`src/verilog/coherence_pkg.sv`:
```
// coherence_pkg
// shared types and constants for the dual-core snooping memory subsystem
// covers core, snoop and RAM request/response bundles plus the FSM encodings
`default_nettype none

package coherence_pkg;

   localparam int NCORES      = 2;    // two cores built into the controller FSM
   localparam int RAM_WORDS   = 256;
   localparam int RAM_LATENCY = 2;    // request seen to ACCESS, in cycles
   localparam int MOD_ENTRIES = 4;    // modified lines per snoop responder

   localparam int WORD_LSB  = 2;      // byte offset bits, ignored
   localparam int WORD_BITS = $clog2(RAM_WORDS);
   localparam int LAT_BITS  = $clog2(RAM_LATENCY + 1);
   localparam int ENT_BITS  = $clog2(MOD_ENTRIES);

   typedef logic [31:0]          word_t;
   typedef logic [15:0]          addr_t;
   typedef logic [WORD_BITS-1:0] word_idx_t;   // RAM word select, addr[9:2]
   typedef logic [LAT_BITS-1:0]  lat_cnt_t;
   typedef logic [ENT_BITS-1:0]  ent_idx_t;

   // ACCESS is the completing cycle of a read or write
   typedef enum logic [1:0] {FREE, BUSY, ACCESS} ram_state_t;

   typedef enum logic [2:0] {
      IDLE, SNOOP0, SNOOP1, CACHE0, CACHE1, MEM0, MEM1
   } mc_state_t;

   typedef struct packed {
      logic  iren;
      addr_t iaddr;
      logic  dren;
      logic  dwen;
      addr_t daddr;
      word_t dstore;
      logic  mod_wr;   // store hit own cache as modified, no bus traffic
   } core_req_t;

   typedef struct packed {
      logic  iwait;
      word_t iload;
      logic  dwait;
      word_t dload;
   } core_rsp_t;

   typedef struct packed {
      logic  valid;
      addr_t addr;
   } snoop_req_t;

   typedef struct packed {
      logic  ccwrite;   // modified copy held here
      addr_t wb_addr;
      word_t wb_data;
   } snoop_rsp_t;

   typedef struct packed {
      logic  ren;
      logic  wen;
      addr_t addr;
      word_t store;
   } ram_req_t;

   // one modified line in a responder table
   typedef struct packed {
      addr_t addr;
      word_t data;
   } mod_line_t;

endpackage

`default_nettype wire

```
`src/verilog/snoop_responder.sv`:
```
// snoop_responder
// stands in for the modified-line part of one L1 data cache
// small table of dirty lines, answers snoops and drops a line to shared on write-back
`timescale 1ns/1ps
`default_nettype none

module snoop_responder (
   input  logic                      CLK,
   input  logic                      nRST,
   input  coherence_pkg::core_req_t  core_req,
   input  coherence_pkg::snoop_req_t snoop_req,
   input  logic                      wb_done,
   output coherence_pkg::snoop_rsp_t snoop_rsp
);

   logic [coherence_pkg::MOD_ENTRIES-1:0] ent_valid;
   coherence_pkg::mod_line_t              lines [coherence_pkg::MOD_ENTRIES];
   coherence_pkg::ent_idx_t               rr_ptr;     // victim when full
   coherence_pkg::word_idx_t              wr_word, snp_word;
   coherence_pkg::ent_idx_t               wr_idx, free_idx, snp_idx, mod_idx;
   logic                                  wr_hit, free_found, snp_hit;

   assign wr_word  = core_req.daddr[coherence_pkg::WORD_LSB +: coherence_pkg::WORD_BITS];
   assign snp_word = snoop_req.addr[coherence_pkg::WORD_LSB +: coherence_pkg::WORD_BITS];

   // table lookups, store side and snoop side
   always_comb begin
      wr_hit     = 1'b0;
      wr_idx     = '0;
      free_found = 1'b0;
      free_idx   = '0;
      snp_hit    = 1'b0;
      snp_idx    = '0;
      for (int i = 0; i < coherence_pkg::MOD_ENTRIES; i++) begin
         if (ent_valid[i] &&
             lines[i].addr[coherence_pkg::WORD_LSB +: coherence_pkg::WORD_BITS] == wr_word) begin
            wr_hit = 1'b1;
            wr_idx = coherence_pkg::ent_idx_t'(i);
         end
         if (!ent_valid[i] && !free_found) begin   // lowest free slot
            free_found = 1'b1;
            free_idx   = coherence_pkg::ent_idx_t'(i);
         end
         if (ent_valid[i] && !snp_hit &&
             lines[i].addr[coherence_pkg::WORD_LSB +: coherence_pkg::WORD_BITS] == snp_word) begin
            snp_hit = 1'b1;
            snp_idx = coherence_pkg::ent_idx_t'(i);
         end
      end
      if (wr_hit)
         mod_idx = wr_idx;
      else if (free_found)
         mod_idx = free_idx;
      else
         mod_idx = rr_ptr;   // full, old line is lost
   end

   // same-cycle answer to the controller
   always_comb begin
      snoop_rsp.ccwrite = snoop_req.valid & snp_hit;
      snoop_rsp.wb_addr = snoop_rsp.ccwrite ? lines[snp_idx].addr : '0;
      snoop_rsp.wb_data = snoop_rsp.ccwrite ? lines[snp_idx].data : '0;
   end

   always_ff @(posedge CLK, negedge nRST) begin
      if (!nRST) begin
         ent_valid <= '0;
         rr_ptr    <= '0;
      end else begin
         if (core_req.mod_wr) begin
            ent_valid[mod_idx] <= 1'b1;
            if (!wr_hit && !free_found)
               rr_ptr <= rr_ptr + 1'b1;
         end
         if (wb_done && snp_hit)
            ent_valid[snp_idx] <= 1'b0;   // M -> S, RAM now current
      end
   end

   always_ff @(posedge CLK) begin
      if (core_req.mod_wr) begin
         lines[mod_idx].addr <= core_req.daddr;
         lines[mod_idx].data <= core_req.dstore;
      end
   end

endmodule

`default_nettype wire
```
`config.mk`:
```
export PLATFORM = sky130hd
export DESIGN_NAME = snoop_responder
export DESIGN_NICKNAME = d
export VERILOG_FILES = /design/src/verilog/coherence_pkg.sv /design/src/verilog/snoop_responder.sv
export SDC_FILE = /design/constraint.sdc
export NUM_CORES = 1
export LEC_CHECK = 0
export BUFFER_PORTS_ARGS = -buffer_cell sky130_fd_sc_hd__buf_2
export CORE_AREA = 2 2 135 137
export DETAILED_ROUTE_END_ITERATION = 10
export DIE_AREA = 0 0 137 139
export GPL_TIMING_DRIVEN = 0
export PLACE_DENSITY = 0.71
export SLEW_MARGIN = 15
export SYNTH_ARGS = -nofsm -noshare
export SYNTH_HDL_FRONTEND = slang
export SYNTH_SLANG_ARGS = --single-unit
```
`constraint.sdc`:
```
create_clock -name CLK -period 9.9 [get_ports CLK]
set_input_delay 0.99 -clock CLK [delete_from_list [all_inputs] [get_ports CLK]]
set_output_delay 0.99 -clock CLK [all_outputs]
set_load 0.1 [all_outputs]
```
### After elaboration in Yosys (flattened, before gate mapping)

Memories as Yosys holds them, arrays and structs flattened.
Index checks and enable logic that the tools add are counted.

* memories kept: 1
* output and inout bits: 49
* input port bits: 88
* flip-flop bits (word level): 6
* word-level logic and storage cells: 82
* RAM bits: 192

Memory list
* lines: depth 4, bits a word 48, rd ports 5, clocked after memory_dff 0, write ports 1, line snoop_responder.sv:17 `coherence_pkg::mod_line_t lines [coherence_pkg::MOD_ENTRIES];`

* add/subtract/negate cells: 1
* bitwise logic cells: 4
* order comparisons: 4
* mux-type cells: 33
* reduce and logical (&&, ||, !) cells: 29
* equal/unequal tests: 8

Operators by type and width (count)
* $eq 8x8->1: 8
* $mux 32: 1
* $mux 1: 19
* $logic_and 1x1->1: 18
* $mux 16: 1
* $mux 2: 8
* $logic_not 1->1: 10
* $mux 4: 2
* $lt 2x3->1 const B: 2
* $and 4x4->4: 1
* $demux 1 s2: 2
* $ge 2x1->1 const B: 2
* $not 4->4: 1
* $or 4x4->4: 1
* $add 2x1->2 const B: 1
* $reduce_and 2->1: 1
* $and 1x1->1: 1

### Longest topological paths before layout

An unclocked memory read counts as a cell.

* depth in word-level cells: 23
* depth in mapped cells: 10
* mapped depth without buffers: 6

### Worst setup path before layout

No wires, ideal clock.

* path kind: input-to-reg
* from: in core_req[35] in the netlist's numbering
* to: mem lines[0][0] in the netlist's numbering, enable pin
* cell stages on the path: 7
* arrival time: 5.751 ns
* setup time: 0.523 ns
* path slack: 3.626 ns
* data required time: 9.377 ns
* path through: clkbuf_1 -> xnor2_1 -> nand4_1 -> o221a_2 -> o21ai_0 -> nand2_1 -> nor3b_1

* longest elaborated chain between the ends: 7
* elaborated cells on any way between the ends: 16
* those cells by class: eq/ne (4); mux (8); reduce/logical (4)

Ends and longest elaborated chain
* start, declared: line snoop_responder.sv:10 `input coherence_pkg::core_req_t core_req,`
* $eq 8x8->1: line snoop_responder.sv:36 `lines[i].addr[coherence_pkg::WORD_LSB +: coherence_pkg::WORD_BITS] == wr_word) begin`
* $logic_and 1x1->1: line snoop_responder.sv:35 `if (ent_valid[i] &&`
* $mux 1 (4 in a row): line snoop_responder.sv:35
* $mux 2 *: line snoop_responder.sv:50 `if (wr_hit)`
* end, declared: line snoop_responder.sv:17

Mark *: on every way between the ends. The rest lies on a longest branch, timed or not.

==> qor.yml <==
status: "finished clean"
ir_drop_mv: 0.135
max_stage_delay_ns: 0.48
finalSetupViolations: 0
clkPwrFrac: 0.321
drc: 0
setup_tns_ns: 0
switchingPower_w: 0.000606
skew_ns: 0.0122
wl_per_cell_microns: 21.7
synth_area_per_cell_sq_um: 13.8
rsz0062_at_grt: "false"
synth.most_common_cell: "edfxtp_1"
synth.distinct_cells: 37
cts.clk_slew.worst_paths_ns: 0.07
drv_slew: 0
yosys-top-cells-count: "edfxtp_1, nand4_1, nand2_1, xnor2_1, a21oi_1"
drt_iter0_markers: 609
internal-power_w: 0.00171
fp.dieW_microns: 137
postLayoutCellArea_sq_um: 10200
synth_top_area_cell: "edfxtp_1"
dp_cells: 962
cts_buffer_depth: 2
ys_ff_latch: 198
path_cells: "buf_2 > xnor2_1 > nand4_1 > nor3_2 > clkbuf_1 > nand4_1 > a21o_1 > a21oi_1 > buf_2"
path_max_fanout: 10
portBuffers: 101
grt_use_met3: 0.0486
grt_pass1_wl_microns: 32800
period_needed_ns: 4.42
holdBufCountCts: 0
synth_seq_area_share: 0.687
worst_slew_pin_slew_ns: 0.860
gr-total-overflow: 0
synthCells: 623
die_h_microns: 139
critPathArrivalTime_ns: 3.43
pwr-share-seq: 0.514
antenna_left: 0
holdWs_ns: 0.371
top_usage_layer: "met2"
dieArea_sq_um: 19000
dp_hpwl_microns: 14700
yosys.area.top_type_share: 0.670
gp_congestion: 0.938
syn_area_sq_um: 8610
wirelength_microns: 21600
via_per_inst: 5.95
critPathCaptureType: "output port"
final_layout_size_suffix_gt1_frac: 0.226
row_count: 49
p_leak_nw: 3.51
synth_top_flop_cell: "edfxtp_1"
hold_viol: 0
grt_pass1_vias: 5889
cts_buffers: 17
use_met2: 0.372
first_pass_iters: 5
htree_levels: 4
worst_setup_path_start_kind: "input port"
cts_root_buf: "clkbuf_16"
cts_tree: "done"
p_per_area_nw_per_um2: 226
fin_crit_sh: 0.447
area_delta_synth_final_pct: 18.8
async_reset_ff_frac: 0.0303
synth_warnings: 0
grt_util_met1: 0.317
clock_latency_ns: 0.43
critPathKind: "input port to output port"
slowest_stage: "clkbuf_1"
slew_headroom: 0.426
cap_violations: 0
total_power_w: 0.00232
synthesis.nets: 711
combPwrFrac: 0.165
hold_class: "input port to async pin"
post_dp_cell_area_sq_um: 9590
grt_usage: 0.233
antenna_found_initial: 4
fmax_ghz: 0.226
cts_setup_buffers: 0
crit_required_ns: 8.91
clock_sinks: 198
coreArea_sq_um: 17700
cts_resized: 0
synth_edf_count: 192
boundaryPins: 137
nFillCells: 1410
nNetsFinal: 840
grt_max_degree: 49
switching_share: 0.262
num_vias: 5930
synthTopCellsByArea: "edfxtp_1, xnor2_1, nand4_1, a21o_1, a22oi_1"
start_util: 0.488
layoutNonFillerInstCount: 997
## state kept, by name (all words and copies together), names as in the netlist
signal,flops
ent_valid,4
rr_ptr,2
lines,192
## cells by family (layout without fill, tap and decap cells)
kind of cell,Yosys count,after routing,synth area share
flops,198,198,0.687
compound gates,162,162,0.127
simple gates,143,143,0.0878
xor+xnor,66,66,0.0671
buf+inv,54,196,0.0308
other cells,0,3,0
## layout make-up
type	count	area [sq um]	share of cell area
Multi-Input combinational cell	371	2460	0.241
Clock buffer	21	440	0.0430
Timing Repair Buffer	110	657	0.0642
Inverter	3	11.3	0.00110
Antenna cell	3	7.51	0.000734
Clock inverter	11	195	0.0191
Sequential cell	198	5920	0.578
Tap cell	229	287	0.0280
Buffer	51	254	0.0248
## layout by cell type, fill, tap and decap left out, types with 2 or more instances in the layout
cell type	netlist	routed
nand3_1	5	5
or3_1	4	4
inv_1	2	2
nor4_1	2	2
xnor2_1	52	52
inv_6	0	2
buf_4	6	10
and3_1	2	2
nand2_1	56	56
buf_6	3	4
clkinv_4	0	2
diode_2	0	3
a31oi_1	3	3
nor3_2	3	3
bufinv_16	0	5
buf_2	14	115
a22oi_1	48	48
o21ai_0	4	4
clkbuf_16	0	17
nand4_1	58	58
buf_1	2	2
a41oi_1	2	2
edfxtp_1	192	192
nor3_1	6	6
xor2_1	14	14
dfrtp_1	6	6
nor2_1	3	2
clkinv_2	0	2
a21oi_1	50	49
clkbuf_1	26	30
a21o_1	48	48
buf_16	0	4
## power groups by stage
stage | Sequential [W] | Combinational (W) | Clock (W)
3_5_place_dp | 0.00121 | 0.000381 | 0
5_1_grt | 0.00121 | 0.000409 | 0.000780
2_1_floorplan | 0.00121 | 0.000219 | 0
4_1_cts | 0.00119 | 0.000384 | 0.000746
6_report | 0.00119 | 0.000382 | 0.000742
3_3_place_gp | 0.00123 | 0.000316 | 0
## through the flow
stage          setup slack, ns  utilization
6_report                  5.48        0.580
5_1_grt                   5.31        0.579
4_1_cts                   5.51        0.579
3_5_place_dp              5.32        0.543
3_3_place_gp             0.636        0.533
2_1_floorplan             3.63            -
## routing by layer
| layer | part of all wire | vias up |
|---|---|---|
| met2 | 0.49 | 251 |
| met3 | 0.065 | 38 |
| met4 | 0.021 | 2 |
| li1 | - | 2671 |
| met5 | 0.00032 | - |
| met1 | 0.42 | 2968 |
## worst max-delay path: cells and delay by family
kind,cells,cell delay (ns)
AO/OA/AOI/OAI,2,0.42
XOR/XNOR,1,0.22
buffers and inverters,3,1.09
AND/OR/NAND/NOR,3,0.71
## final timing paths
check                      slack, ns            end  cells past startpoint    startpoint
min                             0.37      rr_ptr[0]                      1          nRST
max reg2reg                     6.06   lines[0][39]                      9  lines[0][41]
max                             5.48  snoop_rsp[45]                      9  snoop_req[2]
min reg2reg                     0.49      rr_ptr[1]                      1     rr_ptr[1]
max in group asynchronous       9.39   ent_valid[3]                      1          nRST
min in group CLK                0.49      rr_ptr[1]                      1     rr_ptr[1]
Power figures use the tool's default switching activity.
