### src/verilog/coherence_pkg.sv
// coherence_pkg
// shared types and constants for the dual-core snooping memory subsystem
// covers core, snoop and RAM request/response bundles plus the FSM encodings
`default_nettype none

package coherence_pkg;

   localparam int NCORES      = 2;    // two cores built into the controller FSM
   localparam int RAM_WORDS   = 256;
   localparam int RAM_LATENCY = 2;    // request seen to ACCESS, in cycles
   localparam int MOD_ENTRIES = 4;    // modified lines per snoop responder

   localparam int WORD_LSB  = 2;      // byte offset bits, ignored
   localparam int WORD_BITS = $clog2(RAM_WORDS);
   localparam int LAT_BITS  = $clog2(RAM_LATENCY + 1);
   localparam int ENT_BITS  = $clog2(MOD_ENTRIES);

   typedef logic [31:0]          word_t;
   typedef logic [15:0]          addr_t;
   typedef logic [WORD_BITS-1:0] word_idx_t;   // RAM word select, addr[9:2]
   typedef logic [LAT_BITS-1:0]  lat_cnt_t;
   typedef logic [ENT_BITS-1:0]  ent_idx_t;

   // ACCESS is the completing cycle of a read or write
   typedef enum logic [1:0] {FREE, BUSY, ACCESS} ram_state_t;

   typedef enum logic [2:0] {
      IDLE, SNOOP0, SNOOP1, CACHE0, CACHE1, MEM0, MEM1
   } mc_state_t;

   typedef struct packed {
      logic  iren;
      addr_t iaddr;
      logic  dren;
      logic  dwen;
      addr_t daddr;
      word_t dstore;
      logic  mod_wr;   // store hit own cache as modified, no bus traffic
   } core_req_t;

   typedef struct packed {
      logic  iwait;
      word_t iload;
      logic  dwait;
      word_t dload;
   } core_rsp_t;

   typedef struct packed {
      logic  valid;
      addr_t addr;
   } snoop_req_t;

   typedef struct packed {
      logic  ccwrite;   // modified copy held here
      addr_t wb_addr;
      word_t wb_data;
   } snoop_rsp_t;

   typedef struct packed {
      logic  ren;
      logic  wen;
      addr_t addr;
      word_t store;
   } ram_req_t;

   // one modified line in a responder table
   typedef struct packed {
      addr_t addr;
      word_t data;
   } mod_line_t;

endpackage

`default_nettype wire

### src/verilog/memory_control.sv
// memory_control
// shared memory controller for two cores: instruction fetches go straight to RAM,
// data accesses snoop the other core first and take a modified line cache to cache
// while writing it back; otherwise the access goes to RAM
`timescale 1ns/1ps
`default_nettype none

module memory_control (
   input  logic                                                CLK,
   input  logic                                                nRST,
   input  coherence_pkg::core_req_t  [coherence_pkg::NCORES-1:0] core_req,
   output coherence_pkg::core_rsp_t  [coherence_pkg::NCORES-1:0] core_rsp,
   output coherence_pkg::snoop_req_t [coherence_pkg::NCORES-1:0] snoop_req,
   input  coherence_pkg::snoop_rsp_t [coherence_pkg::NCORES-1:0] snoop_rsp,
   output logic                      [coherence_pkg::NCORES-1:0] wb_done,
   output coherence_pkg::ram_req_t                             ram_req,
   input  coherence_pkg::word_t                                ram_load,
   input  coherence_pkg::ram_state_t                           ram_state
);

   coherence_pkg::mc_state_t state, next_state;
   coherence_pkg::addr_t     snoop_addr;   // requester daddr held for the snoop
   logic                     c2c_sent;     // dirty word already handed over
   logic                     i_sel, i_sel_q;
   logic                     req_id, oth_id;
   logic                     ram_done;

   assign ram_done = (ram_state == coherence_pkg::ACCESS);

   // core being served and the core being snooped
   assign req_id = (state == coherence_pkg::SNOOP1) || (state == coherence_pkg::CACHE1) ||
                   (state == coherence_pkg::MEM1);
   assign oth_id = ~req_id;

   // fetch owner only changes while RAM is free, so a dropped iren
   // mid-ACCESS cannot hand the word to the other core
   assign i_sel = (ram_state == coherence_pkg::FREE) ? ~core_req[0].iren : i_sel_q;

   always_ff @(posedge CLK, negedge nRST) begin
      if (!nRST) begin
         state    <= coherence_pkg::IDLE;
         c2c_sent <= 1'b0;
         i_sel_q  <= 1'b0;
      end else begin
         state    <= next_state;
         c2c_sent <= (state == coherence_pkg::CACHE0) || (state == coherence_pkg::CACHE1);
         i_sel_q  <= i_sel;
      end
   end

   // latch address of the winning data request
   always_ff @(posedge CLK) begin
      if (state == coherence_pkg::IDLE) begin
         if (core_req[0].dren || core_req[0].dwen)
            snoop_addr <= core_req[0].daddr;
         else
            snoop_addr <= core_req[1].daddr;
      end
   end

   always_comb begin
      next_state = state;
      case (state)
         coherence_pkg::IDLE: begin
            if (core_req[0].dren || core_req[0].dwen)   // core 0 first
               next_state = coherence_pkg::SNOOP0;
            else if (core_req[1].dren || core_req[1].dwen)
               next_state = coherence_pkg::SNOOP1;
         end
         coherence_pkg::SNOOP0, coherence_pkg::SNOOP1: begin
            if (snoop_rsp[oth_id].ccwrite)
               next_state = req_id ? coherence_pkg::CACHE1 : coherence_pkg::CACHE0;
            else
               next_state = req_id ? coherence_pkg::MEM1 : coherence_pkg::MEM0;
         end
         coherence_pkg::CACHE0, coherence_pkg::CACHE1: begin
            // hold until the other core drops its line to shared
            if (!snoop_rsp[oth_id].ccwrite)
               next_state = coherence_pkg::IDLE;
         end
         coherence_pkg::MEM0, coherence_pkg::MEM1: begin
            if (ram_done)
               next_state = coherence_pkg::IDLE;
         end
         default: next_state = coherence_pkg::IDLE;
      endcase
   end

   always_comb begin
      for (int i = 0; i < coherence_pkg::NCORES; i++) begin
         core_rsp[i].iwait   = 1'b1;
         core_rsp[i].iload   = ram_load;
         core_rsp[i].dwait   = 1'b1;
         core_rsp[i].dload   = '0;
         snoop_req[i].valid  = 1'b0;
         snoop_req[i].addr   = snoop_addr;
      end
      wb_done = '0;
      ram_req = '0;

      case (state)
         coherence_pkg::IDLE: begin
            // instruction fetch only here
            ram_req.ren             = core_req[i_sel].iren;
            ram_req.addr            = core_req[i_sel].iaddr;
            core_rsp[i_sel].iwait   = ~ram_done;
         end
         coherence_pkg::SNOOP0, coherence_pkg::SNOOP1: begin
            snoop_req[oth_id].valid = 1'b1;
         end
         coherence_pkg::CACHE0, coherence_pkg::CACHE1: begin
            snoop_req[oth_id].valid = 1'b1;   // keeps ccwrite up until wb_done
            // cache to cache, word goes out in the first cycle
            core_rsp[req_id].dwait  = c2c_sent;
            core_rsp[req_id].dload  = snoop_rsp[oth_id].wb_data;
            // write-back of the same line
            ram_req.wen             = snoop_rsp[oth_id].ccwrite;
            ram_req.addr            = snoop_rsp[oth_id].wb_addr;
            ram_req.store           = snoop_rsp[oth_id].wb_data;
            wb_done[oth_id]         = ram_done;
         end
         coherence_pkg::MEM0, coherence_pkg::MEM1: begin
            ram_req.ren             = core_req[req_id].dren;
            ram_req.wen             = core_req[req_id].dwen;
            ram_req.addr            = core_req[req_id].daddr;
            ram_req.store           = core_req[req_id].dstore;
            core_rsp[req_id].dwait  = ~ram_done;
            core_rsp[req_id].dload  = ram_load;
         end
         default: ;
      endcase
   end

endmodule

`default_nettype wire

### config.mk
export PLATFORM = sky130hd
export DESIGN_NAME = memory_control
export DESIGN_NICKNAME = d
export VERILOG_FILES = /design/src/verilog/coherence_pkg.sv /design/src/verilog/memory_control.sv
export SDC_FILE = /design/constraint.sdc
export NUM_CORES = 1
export LEC_CHECK = 0
export BUFFER_PORTS_ARGS = -buffer_cell sky130_fd_sc_hd__buf_4
export CORE_AREA = 2 2 190 192
export DETAILED_ROUTE_END_ITERATION = 10
export DIE_AREA = 0 0 192 194
export GPL_ROUTABILITY_DRIVEN = 0
export PLACE_DENSITY_LB_ADDON = 0.1
export SLEW_MARGIN = 20
export SYNTH_ARGS = -nofsm -noshare
export SYNTH_HDL_FRONTEND = slang
export SYNTH_SLANG_ARGS = --single-unit
### constraint.sdc
create_clock -name CLK -period 1.8 [get_ports CLK]
set_clock_uncertainty 0.2 [all_clocks]
set_input_delay 0.09 -clock CLK [delete_from_list [all_inputs] [get_ports CLK]]
set_output_delay 0.09 -clock CLK [all_outputs]
set_load 0.005 [all_outputs]
## Word-level counts from Yosys, hierarchy flattened

Index checks and enable logic that the tools add are counted.

- Logic and storage cells: 78
- Input port bits: 270
- Output and inout port bits: 218
- Register bits: 21

- Equal/unequal tests: 10
- Bitwise logic cells: 4
- Reductions and logical operators: 15
- Multiplexer cells: 39
- $lt $le $gt $ge: 6

Operator list:

| kind | number |
|---|---|
| bitwise mux 132 bit | 5 |
| case mux 132 bit (3 select lines) | 1 |
| demux 66 bit (select 1 bit) | 3 |
| 2-to-1 mux 68 bit | 2 |
| 2-to-1 mux 51 bit | 2 |
| 2-to-1 mux 49 bit | 2 |
| 2-to-1 mux 66 bit | 1 |
| case mux 32 bit (2 select lines) | 1 |
| case mux 16 bit (3 select lines) | 1 |
| bitwise mux 34 bit | 1 |
| 2-to-1 mux 34 bit | 1 |
| 2-to-1 mux 33 bit | 1 |
| 2-to-1 mux 32 bit | 1 |
| 2-to-1 mux 3 bit | 6 |
| demux 17 bit (select 1 bit) | 1 |
| 2-to-1 mux 17 bit | 1 |
| 2-to-1 mux 16 bit | 1 |
| case mux 3 bit (4 select lines) | 1 |
| equality test 3 bit (second input constant) | 3 |
| equality test 3 x 2 -> 1 bit (second input constant) | 2 |
| less-than comparator 1 x 2 -> 1 bit (second input constant) | 3 |
| OR reduction 2 bit | 3 |
| logical OR 1 bit | 5 |
| 2-to-1 mux 2 bit | 2 |
| other kinds (15) | 24 |

## Depth between registers and ports, before layout

Gate-level depths: netlist of run 1.

- Word-level depth: 10
- Gate-level depth with buffers: 7
- Depth with buffers taken out: 5

## Worst setup path after synthesis of run 1

No wires, ideal clock.

- Path kind: flip-flop to flip-flop
- From: register state[1]
- To: register state[1]
- Arrival: 1.676 ns
- Slack: -0.203 ns
- Cell stages (with the launch flop): 7
- Path buffers: 1
- Clock period less this slack: 2.003 ns
- Library setup time: 0.128 ns
- Required time: 1.472 ns
- Cells stage by stage: dfrtp_1 > or3_1 > buf_2 > inv_2 > nand3_1 > o211ai_2 > mux2_1

- Cells in the longest elaborated chain, start to end: 7
- Elaborated cells on any way between the ends: 22
- Classes of those cells: 9 x eq/ne; 6 x mux; 7 x reduce/logical

RTL lines:

| what | RTL line | RTL |
|---|---|---|
| start: declaration | memory_control.sv:21 | `coherence_pkg::mc_state_t state, next_state;` |
| start signal: assignment | memory_control.sv:41 | `state <= coherence_pkg::IDLE;` |
| start signal: assignment | memory_control.sv:45 | `state <= next_state;` |
| equality test 3 x 2 -> 1 bit or equality test 3 bit (tied branches) | memory_control.sv:31, memory_control.sv:63 |  |
| logical OR 1 bit (2 in a row) | memory_control.sv:31 | `assign req_id = (state == coherence_pkg::SNOOP1) \|\| (state == coherence_pkg::CACHE1) \|\|` |
| 2-to-1 mux 49 bit (2 in a row) | -- |  |
| 2-to-1 mux 3 bit or != test 2 bit (tied branches) | -- |  |
| case mux 3 bit (4 select lines) or AND reduction 3 bit (tied branches) | -- |  |

Several ways; a longest one is shown, not always the timed one. The select of a mux whose other input is x is not followed.
A chain may end at the register's enable or synchronous reset.

==> impl_metrics.ini, run 1 <==
[global_routing]
first_global_vias = 6162
antenna_found_initial = 2
track_usage_pct = 15.7
grt_overflow = 0
grt_pass1_wl_um = 42800
grt_start_max_net_pins = 35

[power]
p_leak_uw = 0.00493
ir_worst_vdd_v = 0.000518
p_total_uw = 13200
power_density_nw_per_um2 = 1320

[floorplanning]
io_pins = 488
rows = 69
die_area_um2 = 37200
die_x_um = 192
start_util_pct = 12.2
core_area_um2 = 35200
fp.dieH_um = 194

[clock_tree]
cts_tree = built
cts_sinks = 21
cts_buffers = 3
htree_levels = 1
worstSkewPairLatency_ps = 270
clk_pin_slew_ps = 70
clk_path_buf_depth = 2
cts_root_buf = clkbuf_16

[logic_synthesis]
synth_nets = 795
synth_top_area_share_pct = 34.2
synthesis.area_um2 = 4300
avgSynthCellArea_um2 = 8.20
ys_top_cells_by_area = mux2i_1 34%, edfxtp_1 11%, buf_4 11%
yosysWarnings = 0
synthDistinctLibCells = 40
synth-seq-cells = 21
synth_top_area_cell = mux2i_1
netlist_instances = 525
seq_area_frac_synth_pct = 14.1

[detailed_routing]
vias_per_cell = 4.05
drt-pass1-iter-count = 4
via_count = 5945
wl_um = 32700
wire_per_inst_um = 22.3
ant_nets = 0
dr.first_iter.drc_count = 127
route.detailed.drc = 0

[placement]
port_buffers = 485
place_inst = 1399
hpwl_um = 25100
place_ws_ps = -288

[timing]
min_period_ps = 2300
finalCritPeriodShare_pct = 128
max_freq_ghz = 0.434
setup_viol = 138
worst_slew_pin_slew_ps = 372
maxSlewHeadroom_pct = 75.1
setup_tns_ps = -38160
finalHoldViolCount = 5
maxSlewViolCount = 0
rsz0062_at_grt = yes
hold-worst-slack_ps = -15.2
fin_ws_ps = -503

[worst_setup_path]
crit_chain = buf_4 > nor3b_4 > a21oi_4 > buf_12 > buf_12 > o22ai_1 > buf_4
critPathMaxFanout = 14
critical_path_required_ps = 1510
cp-start-kind = register
cp_data_arrival_time_ps = 2010
crit_start = state[1]
slowest_stage = dfrtp_4
timing.rr.start = state[1]
setup.worst_path.class = register to primary output
cp_slowest_stage_delay_ps = 510
cp-end-kind = primary output

[cells_and_area]
drive_gt1_share_pct = 67.0
nets = 1276
area_growth_pct = 133
final-instance-count-excl-fill = 1468
num-fill-cells = 3829

[run]
cap_violations = 0

[hold_path]
hp-class = input port to asynchronous set/reset pin

[run_status]
violations = hold timing, setup timing
status = complete, but fails checks
per-layer routing:
layer,up-vias,global-route usage [%],wire length (um)
met2,307,31.3,17900
met3,17,3.71,2620
met5,-,0,0
met1,2800,16.5,11900
li1,2821,-,-
met4,0,2.80,365
layout make-up:
type	instances	area, um2	area share [%]
diodes	2	5.00	0.0500
clock buffers	3	75.1	0.749
clock inverters	1	5.00	0.0500
inverters	5	26.3	0.262
multi-input cells	371	3430	34.2
flip-flops and latches	21	612	6.11
well taps	461	577	5.76
repair buffers	604	5290	52.8
per-stage QoR:
stage	cell area [um2]	util, %
6_report	10000	28.4
4_1_cts	9260	26.3
5_1_grt	10000	28.4
3_3_place_gp	8480	24.1
3_5_place_dp	8480	24.1
2_1_floorplan	4320	-
kinds of logic (layout without fill, tap and decap cells):
group | after synthesis | after routing | synth area share (%)
compound gates | 115 | 115 | 18.4
xor+xnor | 1 | 1 | 0.204
buf+inv | 133 | 613 | 17.9
flops | 21 | 21 | 14.1
mux | 164 | 164 | 38.6
other cells | 0 | 2 | 0
simple gates | 91 | 91 | 10.8
placed cells by master (no fill, tap or decap), types with 8 or more instances in the layout:
cell / count
mux2_2: 16
mux2i_2: 20
o22ai_1: 28
mux2i_1: 116
buf_12: 27
buf_6: 21
edfxtp_1: 16
nor2_4: 8
a22oi_2: 15
o21ai_1: 9
buf_4: 506
nor2_1: 28
a22oi_1: 17
mux2i_4: 11
dlygate4sd3_1: 33
o22a_1: 16
o21ai_0: 12
nor2b_1: 33
clkbuf_16: 11
state kept, by name, summed over array words and instances (netlist names):
| signal | flops |
|---|---|
| state | 3 |
| snoop_addr | 16 |
| i_sel_q | 1 |
| c2c_sent | 1 |
worst max-delay path, delay by kind of cell (launching register included):
family                 cells  cell delay [ps]
DFF                        1              510
AOI/OAI and AO/OA          2              340
and+or+nand+nor            1              240
buffers and inverters      4              640
cells in the mapped netlist:
cell type    n
a21oi_1      4
a21oi_2      1
a22oi_1     32
a311oi_1     1
a31o_2       1
a31oi_1      1
and2b_1      1
and3_1       1
buf_1        1
buf_2       13
buf_4       62
buf_6        3
clkbuf_1    49
dfrtp_1      5
edfxtp_1    16
inv_1        4
inv_2        1
mux2_1       1
mux2_2      16
mux2i_1    147
nand2_1      6
nand2b_1     2
nand3_1      3
nor2_1      38
nor2_2       1
nor2b_1     34
nor3_1       2
nor3b_2      1
nor4bb_1     1
o211ai_2     1
o21ai_0     14
o21ai_1      7
o21ba_2      1
o21bai_1     1
o221ai_1     1
o22a_1      16
o22ai_1     33
o31ai_1      1
or3_1        1
xor2_1       1
what timing repair did:
item,in CTS,in global routing
endpoints found under the setup margin,138,139
pin swaps,2,15
setup buffers,11,10
gates resized for setup,35,110
cloned,4,9
hold buffers,34,0
endpoints found under the hold margin,22,0
power breakdown:
| part | leakage, uW | internal [uW] | switching, uW |
|---|---|---|---|
| logic | 0.00469 | 6560 | 5270 |
| clock network | 0.0000409 | 300 | 217 |
| registers | 0.000205 | 703 | 135 |
path summary, 6_finish.rpt:
kind                         endpoint  slack, ps  cells after the start
max                        ram_req[6]       -500                      7
max reg2reg                  state[1]       -210                      6
min reg2reg                  state[2]        580                      2
max in group asynchronous    state[1]       1290                      2
min                          state[0]        -20                      2
min in group CLK             state[0]         60                      5
No activity file was read; power rests on OpenSTA's default activity.
==> run 2: changes to the inputs <==
--- a/constraint.sdc
+++ b/constraint.sdc
@@ -4,2 +4,2 @@
 set_output_delay 0.09 -clock CLK [all_outputs]
-set_load 0.005 [all_outputs]
+set_load 0.1 [all_outputs]
==> run 2 against run 1 <==
- the run ends with setup timing left
- fmax down 4.9%
- cell count grew 3.6%
- die area is the same
- critical path type unchanged
- critical endpoint is now ram_req[11]
- highest routed layer is now met5
==> impl_metrics.ini, run 2 (synthesized netlist as in run 1, its figures left out) <==
[timing]
maxSlewViolCount = 0
max_freq_ghz = 0.413
worst_slew_pin_slew_ps = 533
rsz0062_at_grt = yes
setup_viol = 138
finalCritPeriodShare_pct = 135
finalHoldViolCount = 0
fin_ws_ps = -622
maxSlewHeadroom_pct = 64.4
min_period_ps = 2420

[cells_and_area]
area_growth_pct = 208
top_regs = snoop_addr x16, state x3
num-fill-cells = 3462
top_register = snoop_addr
layout_commonest_cell = buf_4
largest_reg_flops = 16
drive_gt1_share_pct = 82.6
stdcell_area_um2 = 13300
layout_common_cells = 434 x buf_4, 148 x buf_12, 88 x mux2i_1, 40 x mux2i_2, 35 x dlygate4sd3_1
nets = 1330

[clock_tree]
cts_root_buf = clkbuf_16
clk_path_buf_depth = 2
htree_levels = 1
worstSkewPairLatency_ps = 270
cts_buffers = 3
cts_tree = built
cts_sinks = 21
clk_pin_slew_ps = 70

[detailed_routing]
drt-pass1-iter-count = 4
wire_per_inst_um = 21.1
via_count = 6204
wl_um = 32000
ant_nets = 0
route.detailed.drc = 0
dr.first_iter.drc_count = 102
vias_per_cell = 4.08

[global_routing]
grt_overflow = 0
antenna_found_initial = 2
track_usage_pct = 16.1
first_global_vias = 6518
grt_start_max_net_pins = 34
grt_pass1_wl_um = 44200

[hold_path]
hp-class = input port to register

[run]
cap_violations = 0

[floorplanning]
io_pins = 488
start_util_pct = 12.2
core_area_um2 = 35200
fp.dieH_um = 194
die_area_um2 = 37200
rows = 69
die_x_um = 192

[worst_setup_path]
cp-end-kind = primary output
critPathMaxFanout = 14
critical_path_required_ps = 1510
setup.worst_path.class = register to primary output
cp_data_arrival_time_ps = 2130
cp-start-kind = register

[placement]
place_ws_ps = -567
port_buffers = 485
hpwl_um = 24900
placed_area_um2 = 9930

[run_status]
violations = setup timing
status = complete, but fails checks
run 2: timing repair:
action	CTS	global route
pin swaps	18	50
gates cloned	7	4
setup buffers	27	24
endpoints found under the setup margin	139	138
hold buffers	35	0
resized for setup	455	92
endpoints found under the hold margin	22	0
run 2: stage by stage:
step | hold WS, ps | std cells | TNS, ps | util (%)
after CTS | 158 | 1502 | -62340 | 36.0
after global routing | 175 | 1521 | -66060 | 37.7
after global placement | -299 | 1429 | -48150 | 28.2
final | 157 | 1521 | -57900 | 37.7
after detailed placement | -297 | 1429 | -50430 | 28.2
after floorplan | -406 | 525 | -17370 | -
run 2: cell type report:
type,count,area (um2),area share (%)
inverter,5,31.3,0.236
multi-input combinational,372,4790,36.1
clock inverter,1,5.00,0.0377
clock buffer,3,75.1,0.566
tap,461,577,4.35
antenna,1,2.50,0.0189
timing repair buffer,657,7180,54.1
sequential,21,611,4.60
run 2: final timing paths:
check | from | to | slack, ps | cells past startpoint
max | state[0] | ram_req[11] | -620 | 9
min | ram_state[0] | state[2] | 160 | 5
max reg2reg | state[0] | state[1] | -270 | 8
min reg2reg | state[0] | state[0] | 670 | 4
max in group asynchronous | nRST | state[1] | 600 | 3
min in group asynchronous | nRST | c2c_sent | 560 | 3
run 2: worst max-delay path, cell delays in order, from the launching register on:
cell and delay, ps:
dfrtp_2 420, buf_6 130, buf_6 110, o21bai_4 180
buf_12 170, buf_12 160, mux2i_2 170, buf_4 150
o22ai_4 160, buf_12 200
run 2: layer usage:
| layer | GRT usage [%] | wire length, um | share of wire, % | vias to the layer above |
|---|---|---|---|---|
| met4 | 3.34 | 612 | 1.9 | 2 |
| met3 | 3.20 | 2230 | 7.0 | 25 |
| met1 | 17.6 | 11600 | 36 | 2960 |
| met2 | 31.6 | 17600 | 55 | 278 |
| met5 | 0 | 13 | 0.041 | - |
| li1 | - | - | - | 2939 |
Power of run 2 is not shown: default switching activity piles up to over one toggle a cycle in this logic, so the estimate is an artifact.
==> run 3: changes to the inputs <==
Settings changed: CELL_PAD_IN_SITES_DETAIL_PLACEMENT set to 0, CELL_PAD_IN_SITES_GLOBAL_PLACEMENT set to 1, CORE_AREA 2 2 190 192 to 2 2 189 191, DIE_AREA 0 0 192 194 to 0 0 191 193.
==> run 3 against run 2 <==
- die area decreased by 1.0%
- worst hold slack got worse by 27 ps
- cell count decreased by 1.6%
- fmax increased by 4.1%
- the flow still finishes with violations (setup timing)
- critical path depth decreased by 1
- cell area unchanged
- wire length about the same
- global-route usage increased by 0.33 points
- clock-buffer cell count unchanged
- non-clock buffer count decreased by 23
==> impl_metrics.ini, run 3 (synthesized netlist as in run 1, its figures left out) <==
[timing]
max_freq_ghz = 0.430
min_period_ps = 2330
finalCritPeriodShare_pct = 129
fin_ws_ps = -526
maxSlewHeadroom_pct = 71.8
maxSlewViolCount = 0
finalHoldViolCount = 0
setup_viol = 122
worst_slew_pin_slew_ps = 422
rsz0062_at_grt = yes

[hold_path]
hp-class = input port to register
min-delay-start = core_req[117]
hold_depth = 5
hold_end = state[1]

[worst_setup_path]
path_delay_family = buffers and inverters
cp-start-kind = register
critPathMaxFanout = 7
timing.rr.start = state[1]
path_buf_inv = 5
crit_top_cell = buf_12
crit_start = state[1]
cp_data_arrival_time_ps = 2040
setup.worst_path.class = register to primary output
crit_chain = buf_4 > buf_12 > nor2_4 > buf_4 > buf_12 > a22oi_2 > nor2b_4 > buf_12
r2r_cells = 6
cp-end-kind = primary output
reg2reg_to = state[1]
cp_slowest_stage_delay_ps = 510
r2r_slack_ps = -270
critical_path_required_ps = 1510
slowest_stage = dfrtp_4

[detailed_routing]
vias_per_cell = 4.03
wire_per_inst_um = 21.4
ant_nets = 0
via_count = 6040
top_layer = met4
drt-pass1-iter-count = 4
dr.first_iter.drc_count = 120
wl_met3_um = 2270
wl_um = 32100
met2_length_um = 18000
route.detailed.drc = 0
wl_met1_um = 11600

[floorplanning]
rows = 69
die_area_um2 = 36900
core_area_um2 = 35000
die_x_um = 191
fp.dieH_um = 193
start_util_pct = 12.3
io_pins = 488

[cells_and_area]
layout_common_cells = 421 x buf_4, 135 x buf_12, 56 x mux2i_2, 52 x mux2i_1, 39 x mux2i_4
top_register = snoop_addr
stdcell_area_um2 = 13300
nets = 1306
area_growth_pct = 208
top_regs = snoop_addr x16, state x3
largest_reg_flops = 16
drive_gt1_share_pct = 85.5
layout_commonest_cell = buf_4
final-instance-count-excl-fill = 1497

[placement]
hpwl_um = 25600
placed_area_um2 = 9950
place_inst = 1425
port_buffers = 485

[run]
cap_violations = 0

[global_routing]
grt_overflow = 0
grt_pass1_wl_um = 44300
antenna_found_initial = 0
first_global_vias = 6535
grt_start_max_net_pins = 25
track_usage_pct = 16.5

[run_status]
status = complete, but fails checks
violations = setup timing

[clock_tree]
cts_root_buf = clkbuf_16
worstSkewPairLatency_ps = 270
cts_sinks = 21
cts_buffers = 3
clk_pin_slew_ps = 70
cts_tree = built
clk_path_buf_depth = 2
htree_levels = 1
-- run 3: cell count changes in the layout (fill, tap and decap cells not counted), sizes merged --
cell      previous run  this run
buf                618       595
a21oi                6         5
clkinv               1         0
clkinvlp             0         1
-- run 3: through the flow --
stage / setup WS (ps) / utilization (%) / TNS (ps) / hold WS, ps
2_1_floorplan: -414 / - / -17370 / -406
3_3_place_gp: -392 / 28.4 / -27610 / -302
3_5_place_dp: -377 / 28.4 / -29620 / -301
4_1_cts: -553 / 36.4 / -49460 / 129
5_1_grt: -613 / 37.9 / -56610 / 143
6_report: -526 / 38.0 / -47370 / 130
-- run 3: worst max-delay path by stage --
stage | to | cells after the start
floorplan | wb_done[1] | 4
global placement | ram_req[11] | 7
detailed placement | ram_req[11] | 7
CTS | ram_req[21] | 6
global route | ram_req[21] | 6
finish | core_rsp[21] | 8
-- run 3: final cells by class --
class | instances | area [um2]
antenna | 1 | 2.50
fill | 3444 | 21700
multi-input combinational | 371 | 5080
clock buffer | 3 | 75.1
timing repair buffer | 634 | 6880
tap | 461 | 577
inverter | 5 | 31.3
clock inverter | 1 | 7.51
sequential | 21 | 612
-- run 3: timing repair --
item | in CTS | in global routing
resized for setup | 484 | 82
hold endpoints to repair | 22 | 0
pin swaps | 32 | 18
cloned | 5 | 4
endpoints found under the setup margin | 139 | 135
hold buffers | 35 | 0
buffers inserted | 18 | 8
-- run 3: worst min-delay path, delay by kind of cell --
kind            cells  cell delay, ps
simple gates        2             110
buf+inv             1              90
mux                 1             200
compound gates      1              70
-- run 3: per-layer routing --
metal,vias up,GRT usage [%]
met1,2886,18.3
met4,0,1.85
li1,2888,-
met3,9,3.31
met2,257,32.8
met5,-,0
Power of run 3 is left out for the same reason.
